**src/design/letc_pkg.sv**
```systemverilog
// Core-wide definitions shared by every stage
// Word type, reset PC and instruction memory geometry

package letc_pkg;

    // Datapath width
    localparam int WORD_W = 32;

    // One data or address word
    typedef logic [WORD_W-1:0] word_t;

    // Where fetch begins after reset
    localparam word_t RESET_PC = 32'h0000_0000;

    // Byte step between sequential instructions
    localparam word_t INSTR_BYTES = 32'd4;

    // Instruction memory size in words
    localparam int IMEM_DEPTH = 64;

    // Word index width, log2 of the depth
    localparam int IMEM_AW = 6;

    // Lowest byte-address bit that selects a word
    localparam int WORD_LSB = 2;

endpackage : letc_pkg
```
**src/design/core_pkg.sv**
```systemverilog
// Fetch pipeline types
// Stage-to-stage structs, FSM states and the opcode classes seen by decode

package core_pkg;

    // RV32 major opcodes, bits 6:0 of the instruction
    localparam logic [6:0] OPC_JAL    = 7'b1101111;
    localparam logic [6:0] OPC_OP     = 7'b0110011; // Register-register ALU
    localparam logic [6:0] OPC_OP_IMM = 7'b0010011; // Register-immediate ALU
    localparam logic [6:0] OPC_LOAD   = 7'b0000011;
    localparam logic [6:0] OPC_STORE  = 7'b0100011;
    localparam logic [6:0] OPC_BRANCH = 7'b1100011;

    // Coarse instruction class handed downstream
    typedef enum logic [2:0] {
        OP_JAL,
        OP_ALU,
        OP_LOAD,
        OP_STORE,
        OP_BRANCH,
        OP_OTHER
    } opcode_e;

    // S1 fetch FSM
    typedef enum logic [1:0] {
        FS_RESET,   // One idle cycle while the first word is read
        FS_RUN,
        FS_HALTED   // Sticky until reset
    } fetch_state_e;

    // Candidate instruction offered by S1
    typedef struct packed {
        logic           valid;
        letc_pkg::word_t pc;
        letc_pkg::word_t instr;
    } s1_to_s2_s;

    // Jump feedback from S2, combinational
    typedef struct packed {
        logic           redirect;
        letc_pkg::word_t redirect_addr;
    } s2_to_s1_s;

    // Decoded item leaving the fetch subsystem
    typedef struct packed {
        letc_pkg::word_t pc;
        letc_pkg::word_t instr;
        opcode_e        op;
    } s2_out_s;

    // Map bits 6:0 onto an opcode class
    function automatic opcode_e classify_opcode(input letc_pkg::word_t instr);
        case (instr[6:0])
            OPC_JAL:              return OP_JAL;
            OPC_OP, OPC_OP_IMM:   return OP_ALU;
            OPC_LOAD:             return OP_LOAD;
            OPC_STORE:            return OP_STORE;
            OPC_BRANCH:           return OP_BRANCH;
            default:              return OP_OTHER; // LUI, AUIPC, JALR, SYSTEM...
        endcase
    endfunction

endpackage : core_pkg

```
**src/design/letc_fetch_top.sv**
```systemverilog
// Instruction fetch front end
// S1 fetch, instruction memory and S2 decode tied together

`timescale 1ns/10ps

module letc_fetch_top (
    input   logic                   clk,
    input   logic                   rst_n,

    input   logic                   halt_req,
    input   logic                   trap_occurred,
    input   letc_pkg::word_t        trap_target_addr,

    // Program load, used while reset is held
    input   logic                   load_en,
    input   letc_pkg::word_t        load_addr,
    input   letc_pkg::word_t        load_data,

    output  logic                   out_valid,
    input   logic                   out_ready,
    output  core_pkg::s2_out_s      out_data
);
    import letc_pkg::*;
    import core_pkg::*;

    word_t      fetch_addr;
    word_t      imem_rdata;
    s1_to_s2_s  s1_to_s2;
    s2_to_s1_s  s2_to_s1;
    logic       s2_busy;

    core_s1 core_s1_inst (
        .clk              (clk),
        .rst_n            (rst_n),
        .halt_req         (halt_req),
        .s2_busy          (s2_busy),
        .trap_occurred    (trap_occurred),
        .trap_target_addr (trap_target_addr),
        .fetch_addr       (fetch_addr),
        .imem_rdata       (imem_rdata),
        .s1_to_s2         (s1_to_s2),
        .s2_to_s1         (s2_to_s1)
    );

    fetch_imem fetch_imem_inst (
        .clk        (clk),
        .fetch_addr (fetch_addr),
        .rdata      (imem_rdata),
        .load_en    (load_en),
        .load_addr  (load_addr),
        .load_data  (load_data)
    );

    core_s2_decode core_s2_decode_inst (
        .clk        (clk),
        .rst_n      (rst_n),
        .s1_to_s2   (s1_to_s2),
        .s2_busy    (s2_busy),
        .s2_to_s1   (s2_to_s1),
        .out_valid  (out_valid),
        .out_ready  (out_ready),
        .out_data   (out_data)
    );

endmodule : letc_fetch_top

```
**src/design/core_s2_decode.sv**
```systemverilog
// S2 decode stage
// Registers each accepted instruction with its opcode class and offers it
// downstream on valid/ready. A JAL redirects S1 in the cycle it is accepted

`timescale 1ns/10ps

module core_s2_decode (
    input   logic                   clk,
    input   logic                   rst_n,

    input   core_pkg::s1_to_s2_s    s1_to_s2,
    output  logic                   s2_busy,      // Back-pressure to S1
    output  core_pkg::s2_to_s1_s    s2_to_s1,

    // Downstream handshake
    output  logic                   out_valid,
    input   logic                   out_ready,
    output  core_pkg::s2_out_s      out_data
);
    import letc_pkg::*;
    import core_pkg::*;

    logic       valid_ff;
    s2_out_s    out_ff;     // Payload, no reset needed

    logic       accept;
    opcode_e    in_op;      // Class of the incoming candidate
    word_t      j_imm;
    word_t      in_instr;

    // Full and not draining this cycle
    assign s2_busy = valid_ff & ~out_ready;
    assign accept  = s1_to_s2.valid & ~s2_busy;

    assign in_instr = s1_to_s2.instr;
    assign in_op    = classify_opcode(in_instr);

    // J-type immediate, imm[20|10:1|11|19:12]
    assign j_imm = {
        {12{in_instr[31]}},
        in_instr[19:12],
        in_instr[20],
        in_instr[30:21],
        1'b0
    };

    // Same-cycle jump so S1 never fetches past a JAL
    assign s2_to_s1 = '{
        redirect:      accept & (in_op == OP_JAL),
        redirect_addr: s1_to_s2.pc + j_imm
    };

    always_ff @(posedge clk, negedge rst_n) begin : valid_seq
        if (~rst_n) begin
            valid_ff <= 1'b0;
        end else if (~s2_busy) begin
            valid_ff <= s1_to_s2.valid; // Refill or go empty
        end
    end : valid_seq

    always_ff @(posedge clk) begin : payload_seq
        if (accept) begin
            out_ff <= '{
                pc:    s1_to_s2.pc,
                instr: in_instr,
                op:    in_op
            };
        end
    end : payload_seq

    assign out_valid = valid_ff;
    assign out_data  = out_ff;  // Stable while stalled since accept is low

endmodule : core_s2_decode

```
**src/design/fetch_imem.sv**
```systemverilog
// Instruction memory for the fetch stage
// Synchronous read, plus a write port used to load the program during reset

`timescale 1ns/10ps

module fetch_imem (
    input   logic               clk,

    input   letc_pkg::word_t    fetch_addr,   // Byte address
    output  letc_pkg::word_t    rdata,        // Registered read data

    // Program load, one word per cycle
    input   logic               load_en,
    input   letc_pkg::word_t    load_addr,    // Byte address
    input   letc_pkg::word_t    load_data
);
    import letc_pkg::*;

    word_t              mem [IMEM_DEPTH];
    logic [IMEM_AW-1:0] rd_idx;
    logic [IMEM_AW-1:0] wr_idx;

    // Drop byte offset, upper bits wrap around the array
    assign rd_idx = fetch_addr[IMEM_AW+WORD_LSB-1:WORD_LSB];
    assign wr_idx = load_addr[IMEM_AW+WORD_LSB-1:WORD_LSB];

    always_ff @(posedge clk) begin : mem_write
        if (load_en) begin
            mem[wr_idx] <= load_data;
        end
    end : mem_write

    // Read data appears the cycle after the address
    always_ff @(posedge clk) begin : mem_read
        rdata <= mem[rd_idx];
    end : mem_read

endmodule : fetch_imem

```
**src/design/core_s1.sv**
```systemverilog
// S1 fetch stage
// Holds the PC, picks the next PC from trap, jump redirect or sequential,
// drives the instruction memory address and forms the candidate for S2

`timescale 1ns/10ps

module core_s1 (
    input   logic                   clk,
    input   logic                   rst_n,

    input   logic                   halt_req,
    input   logic                   s2_busy,          // S2 not ready for a new candidate
    input   logic                   trap_occurred,
    input   letc_pkg::word_t        trap_target_addr,

    // Instruction memory
    output  letc_pkg::word_t        fetch_addr,
    input   letc_pkg::word_t        imem_rdata,       // Word at last cycle's fetch_addr

    output  core_pkg::s1_to_s2_s    s1_to_s2,
    input   core_pkg::s2_to_s1_s    s2_to_s1
);
    import letc_pkg::*;

    // Controls from the FSM
    logic   s1_stall;
    logic   bypass_pc_for_fetch_addr;
    logic   fetch_valid;

    word_t  pc_ff;
    word_t  next_pc;
    word_t  next_seq_pc;

    // PC register
    always_ff @(posedge clk, negedge rst_n) begin : pc_seq
        if (~rst_n) begin
            pc_ff <= RESET_PC;
        end else if (~s1_stall) begin
            pc_ff <= next_pc;
        end
    end : pc_seq

    assign next_seq_pc = pc_ff + INSTR_BYTES;

    // Trap beats redirect beats sequential
    always_comb begin : next_pc_comb
        if (trap_occurred) begin
            next_pc = trap_target_addr;
        end else if (s2_to_s1.redirect) begin
            next_pc = s2_to_s1.redirect_addr; // JAL accepted this cycle
        end else begin
            next_pc = next_seq_pc;
        end
    end : next_pc_comb

    // Read one cycle ahead so the returned word lines up with pc_ff
    assign fetch_addr = bypass_pc_for_fetch_addr ? next_pc : pc_ff;

    // The candidate always carries pc_ff, the memory word belongs to it
    assign s1_to_s2 = '{
        valid: fetch_valid,
        pc:    pc_ff,
        instr: imem_rdata
    };

    core_s1_control core_s1_control_inst (
        .clk                      (clk),
        .rst_n                    (rst_n),
        .halt_req                 (halt_req),
        .s2_busy                  (s2_busy),
        .trap_occurred            (trap_occurred),
        .s1_stall                 (s1_stall),
        .bypass_pc_for_fetch_addr (bypass_pc_for_fetch_addr),
        .fetch_valid              (fetch_valid)
    );

endmodule : core_s1

```
**src/design/core_s1_control.sv**
```systemverilog
// S1 fetch control
// Runs the reset/run/halted FSM and derives stall, fetch-address bypass
// and the squash-aware valid for the S1 candidate

`timescale 1ns/10ps

module core_s1_control (
    input   logic   clk,
    input   logic   rst_n,

    input   logic   halt_req,       // Stop fetching until reset
    input   logic   s2_busy,        // S2 cannot take the candidate this cycle
    input   logic   trap_occurred,  // Redirect to trap target, squash candidate

    output  logic   s1_stall,
    output  logic   bypass_pc_for_fetch_addr,
    output  logic   fetch_valid
);
    import core_pkg::*;

    fetch_state_e state_ff;
    fetch_state_e state_next;
    logic         running;

    always_ff @(posedge clk, negedge rst_n) begin : state_seq
        if (~rst_n) begin
            state_ff <= FS_RESET;
        end else begin
            state_ff <= state_next;
        end
    end : state_seq

    always_comb begin : state_comb
        state_next = state_ff; // Hold by default
        case (state_ff)
            FS_RESET: begin
                // First word at RESET_PC is being read this cycle
                state_next = halt_req ? FS_HALTED : FS_RUN;
            end
            FS_RUN: begin
                if (halt_req) begin
                    state_next = FS_HALTED;
                end
            end
            FS_HALTED: state_next = FS_HALTED; // Only reset leaves
            default:   state_next = FS_RESET;
        endcase
    end : state_comb

    assign running = (state_ff == FS_RUN);

    // A trap never offers a candidate, so it may move the PC even when S2 is full
    assign s1_stall = ~running | (s2_busy & ~trap_occurred);

    // Present next PC to memory whenever the PC will advance
    assign bypass_pc_for_fetch_addr = ~s1_stall;

    // Squash the candidate on a trap
    assign fetch_valid = running & ~trap_occurred;

endmodule : core_s1_control

```
**config.mk**
```make
export PLATFORM = sky130hd
export DESIGN_NAME = letc_fetch_top
export DESIGN_NICKNAME = d
export VERILOG_FILES = /design/src/design/letc_pkg.sv /design/src/design/core_pkg.sv /design/src/design/letc_fetch_top.sv /design/src/design/core_s2_decode.sv /design/src/design/fetch_imem.sv /design/src/design/core_s1.sv /design/src/design/core_s1_control.sv
export SDC_FILE = /design/constraint.sdc
export NUM_CORES = 2
export LEC_CHECK = 0
export ABC_CLOCK_PERIOD_IN_PS = 13200
export BUFFER_PORTS_ARGS = -buffer_cell sky130_fd_sc_hd__buf_2
export CAP_MARGIN = 20
export CORE_UTILIZATION = 45
export CTS_CLUSTER_DIAMETER = 150
export DETAILED_ROUTE_END_ITERATION = 6
export GPL_TIMING_DRIVEN = 1
export MAX_ROUTING_LAYER = met4
export PLACE_DENSITY = 0.64
export SLEW_MARGIN = 20
export SYNTH_ARGS = -nofsm -noshare
export SYNTH_HDL_FRONTEND = slang
export SYNTH_HIERARCHICAL = 1
export SYNTH_SLANG_ARGS = --single-unit
```
**constraint.sdc**
```tcl
create_clock -name clk -period 13.2 [get_ports clk]
set_input_delay 1.98 -clock clk [delete_from_list [all_inputs] [get_ports clk]]
set_output_delay 1.98 -clock clk [all_outputs]
set_load 0.01 [all_outputs]
```
==> qor_table.md <==
| Group | Parameter | Reported |
| --- | --- | --- |
| logic synthesis | Cell area after synthesis | 85300 um^2 |
| clocking | Number of clock sinks seen by CTS | 2182 |
| placed design | Final weighted congestion in routability-driven placement | 0.865 |
| hold path | Number of cells on the worst hold path | 0 |
| hold path | Worst min-delay path category | flip-flop to flip-flop |
| worst setup path | Worst Setup Path Type | input port to flip-flop |
| detailed routing | Residual DRC count | 46 |
| clocking | Buffer type at the clock tree root | sky130_fd_sc_hd__clkbuf_16 |
| clocking | Max H-tree Level | 4 |
| logic synthesis | Number of warnings issued by yosys | 6 |
| power and ir drop | Max IR drop VDD | 0.000197 V |
| worst setup path | Crit-path max FO | 45 |
| finish | Synthesis-to-layout area growth | 12.9% |
| hold path | Min-Delay Endpoint | core_s2_decode_inst/out_data[14] |
| worst setup path | Launching point of the worst reg2reg path | core_s1_inst/core_s1_control_inst/state_ff[0] |
| global route | Number of antenna violations at the first check in global routing | 14 |
| detailed routing | Wire length reported by the detailed router | 212000 um |
| clocking | Cts-stage hold buffer count | 0 |
| worst setup path | Sum of buffers and inverters on the critical path | 7 |
| clocking | Number of gates resized after cts | 0 |
| finish | Filler cells | 14587 |
| die | Chip Height | 437 um |
| logic synthesis | Mean post-synth cell area | 21.2 um^2 |
| detailed routing | Via-to-Cell Ratio | 6.07 |
| hold path | Source of the worst hold timing path | fetch_imem_inst/rdata[11] |
| die | Overall die area | 191000 um^2 |
| worst setup path | Register-to-Register Path Depth | 16 |
| worst setup path | Critical Path End Type | flip-flop |
| die | Core ar. | 188000 um^2 |
| sta | Worst hold slack | 408 ps |
| placed design | Detailed-placement wirelength estimate | 114000 um |
| global route | Pin count of the biggest net entering global routing | 121 |
| worst setup path | Kind of cell with the highest combined delay on the critical path | buffers and inverters |
| sta | Final-report hold violation count | 0 |
| finish | Fraction of layout instances using a drive strength above 1 | 27.4% |
| finish | Final net count | 4387 |
| outcome | Outcome | finished with violations |
| sta | Post-route clock period utilization | 55.8% |
| worst setup path | Critical path startpoint category | input port |
| worst setup path | Data arrival time of the worst path | 8050 ps |
| finish | Total area of multi-input combinational cells | 19400 um^2 |
| detailed routing | Number of detailed-route iterations in the first pass | 7 |
| detailed routing | Via Count | 42076 |
| placed design | Post-placement worst setup slack | 4970 ps |
| logic synthesis | Synthesized Nets | 4155 |
| die | Row count | 159 |
| placed design | Port buffer count | 143 |
| clocking | TritonCTS clock tree | built |
| worst setup path | Reg-to-Reg End | fetch_imem_inst/rdata[2] |
| die | Chip Width | 437 um |
| logic synthesis | Syn Inst Count | 4018 |
| global route | Total Routing Usage GR | 22.7% |
| sta | Setup repair after global routing missed its margin | false |
| clocking | # Post-CTS Setup Buffers | 0 |
| detailed routing | Residual antenna-violating net count after detailed routing | 0 |
| sta | Headroom to the max-slew limit | 27.8% |
| die | Starting utilization of the core area | 45.4% |
| worst setup path | Worst R2R Setup Slack | 6800 ps |
| worst setup path | Slowest stage delay, CP | 680 ps |
| sta | Post-layout worst setup margin | 5840 ps |
| sta | Clock period minus worst slack | 7360 ps |
| die | Ports placed on the boundary | 170 |
| job | Number of violations of the max-capacitance limit | 0 |
| sta | Final worst clock skew | 61.5 ps |
| worst setup path | Cell seen most often among critical-path stages | sky130_fd_sc_hd__buf_4 |
| detailed routing | Average wire per standard cell | 30.5 um |
| clocking | CTS Buf Count | 212 |
| sta | Total Neg Setup Slack | 0 ps |
| outcome | Violations in the final reports | DRC |
| clocking | Clock-pin slew on the worst setup and hold paths | 60 ps |
| worst setup path | Cell Chain, Critical Path | buf_2 > buf_4 > nor2b_1 > and2_4 > nor3b_2 > buf_4 > inv_1 > nand2_1 > a21oi_1 > a21oi_1 > a21oi_4 > buf_4 > buf_4 > buf_4 > mux4_2 > o22ai_1 > nor2_1 |
| global route | Number of global-route vias before repair | 41644 |
| power and ir drop | Cell Pwr Density | 216 nW/um^2 |
| power and ir drop | Leak Pwr | 30.3 nW |
| finish | Flip-flop and latch area | 65000 um^2 |
| worst setup path | Data required, critical path | 13890 ps |
| global route | Remaining global-route overflow | 0 |
| global route | Global-route wire length before repair | 300000 um |
| detailed routing | DRT iter0 DRCs | 5055 |
| sta | Actual slew at the worst max-slew pin | 1080 ps |
| sta | Highest clock frequency the design can meet | 136 MHz |
| worst setup path | Worst path slowest cell | sky130_fd_sc_hd__o22ai_1 |
| finish | Final core utilization | 51.2% |
| sta | Max Slew Vio Count | 0 |
| clocking | Maximum clock path buffer count | 3 |
| clocking | Clock insertion delay at the later pin of the skew report | 850 ps |
| sta | Total of endpoints with negative setup slack in the final report | 0 |
[layout by cell type (no fill, tap or decap), types with 27 or more instances in the layout]
cell / count
sky130_fd_sc_hd__buf_4: 128
sky130_fd_sc_hd__clkbuf_1: 62
sky130_fd_sc_hd__nand2_1: 80
sky130_fd_sc_hd__clkinv_1: 42
sky130_fd_sc_hd__buf_2: 137
sky130_fd_sc_hd__o22ai_1: 92
sky130_fd_sc_hd__ha_1: 34
sky130_fd_sc_hd__edfxtp_1: 2115
sky130_fd_sc_hd__a21oi_1: 114
sky130_fd_sc_hd__mux4_2: 544
sky130_fd_sc_hd__nor2_1: 127
sky130_fd_sc_hd__dfxtp_1: 32
sky130_fd_sc_hd__o221ai_1: 27
sky130_fd_sc_hd__dfrtp_1: 35
sky130_fd_sc_hd__nor2_4: 62
sky130_fd_sc_hd__clkbuf_16: 214
sky130_fd_sc_hd__mux2i_1: 98
sky130_fd_sc_hd__clkinv_2: 37
[stage by stage]
stage                     std cells  total power (W)  instance area [um^2]
after floorplan                4018           0.0128                 85300
after global placement         6531           0.0150                 89400
after detailed placement       6531           0.0150                 89400
after CTS                      6929           0.0209                 96300
after global routing           6934           0.0215                 96300
final                          6937           0.0208                 96300
[report_power, final]
part	internal, W	switching [W]	total, W
combinational	0.00288	0.00396	0.00683
sequential	0.00780	0.000211	0.00801
clock	0.00334	0.00258	0.00592
[metal layers]
layer  GRT usage, %  up-vias  routed length [um]
met5              -        -                   0
met4           6.04        0                5370
met3           3.95      292               18400
met2           34.7     1880              100000
met1           31.7    22601               87600
li1               -    17303                   -
[flip-flops by register name, indices dropped and copies added (netlist names)]
name,cells
fetch_imem_inst/mem,2048
core_s2_decode_inst/out_data,67
core_s1_inst/pc_ff,32
fetch_imem_inst/rdata,32
core_s1_inst/core_s1_control_inst/state_ff,2
core_s2_decode_inst/out_valid,1
[how the worst max path moves through the flow]
stage,from,end,slack (ps),cells past startpoint
final,trap_occurred,fetch_imem_inst/rdata[2],5840,17
after detailed placement,trap_occurred,fetch_imem_inst/rdata[2],4970,17
after global routing,trap_occurred,fetch_imem_inst/rdata[3],5590,19
after CTS,trap_occurred,fetch_imem_inst/rdata[3],5840,19
after floorplan,trap_occurred,fetch_imem_inst/rdata[13],6340,16
after global placement,trap_occurred,fetch_imem_inst/rdata[2],4980,17
[worst register-to-register path: cells and delay by family (launching register included)]
family	cells	cell delay, ps
adder cells (fa/ha/maj)	1	260
AO/OA/AOI/OAI	4	1320
buffers and inverters	5	2810
multiplexers	1	600
AND/OR/NAND/NOR	5	890
flip-flops	1	410
[final cells by class]
class	instances	share of cell area [%]
Antenna cell	8	0.0208
Timing Repair Buffer	273	1.87
Multi-Input combinational cell	1558	20.2
Clock inverter	113	1.18
Inverter	23	0.0896
Tap cell	2495	3.24
Clock buffer	285	5.93
Sequential cell	2182	67.5
No activity file was read; power rests on OpenSTA's default activity.
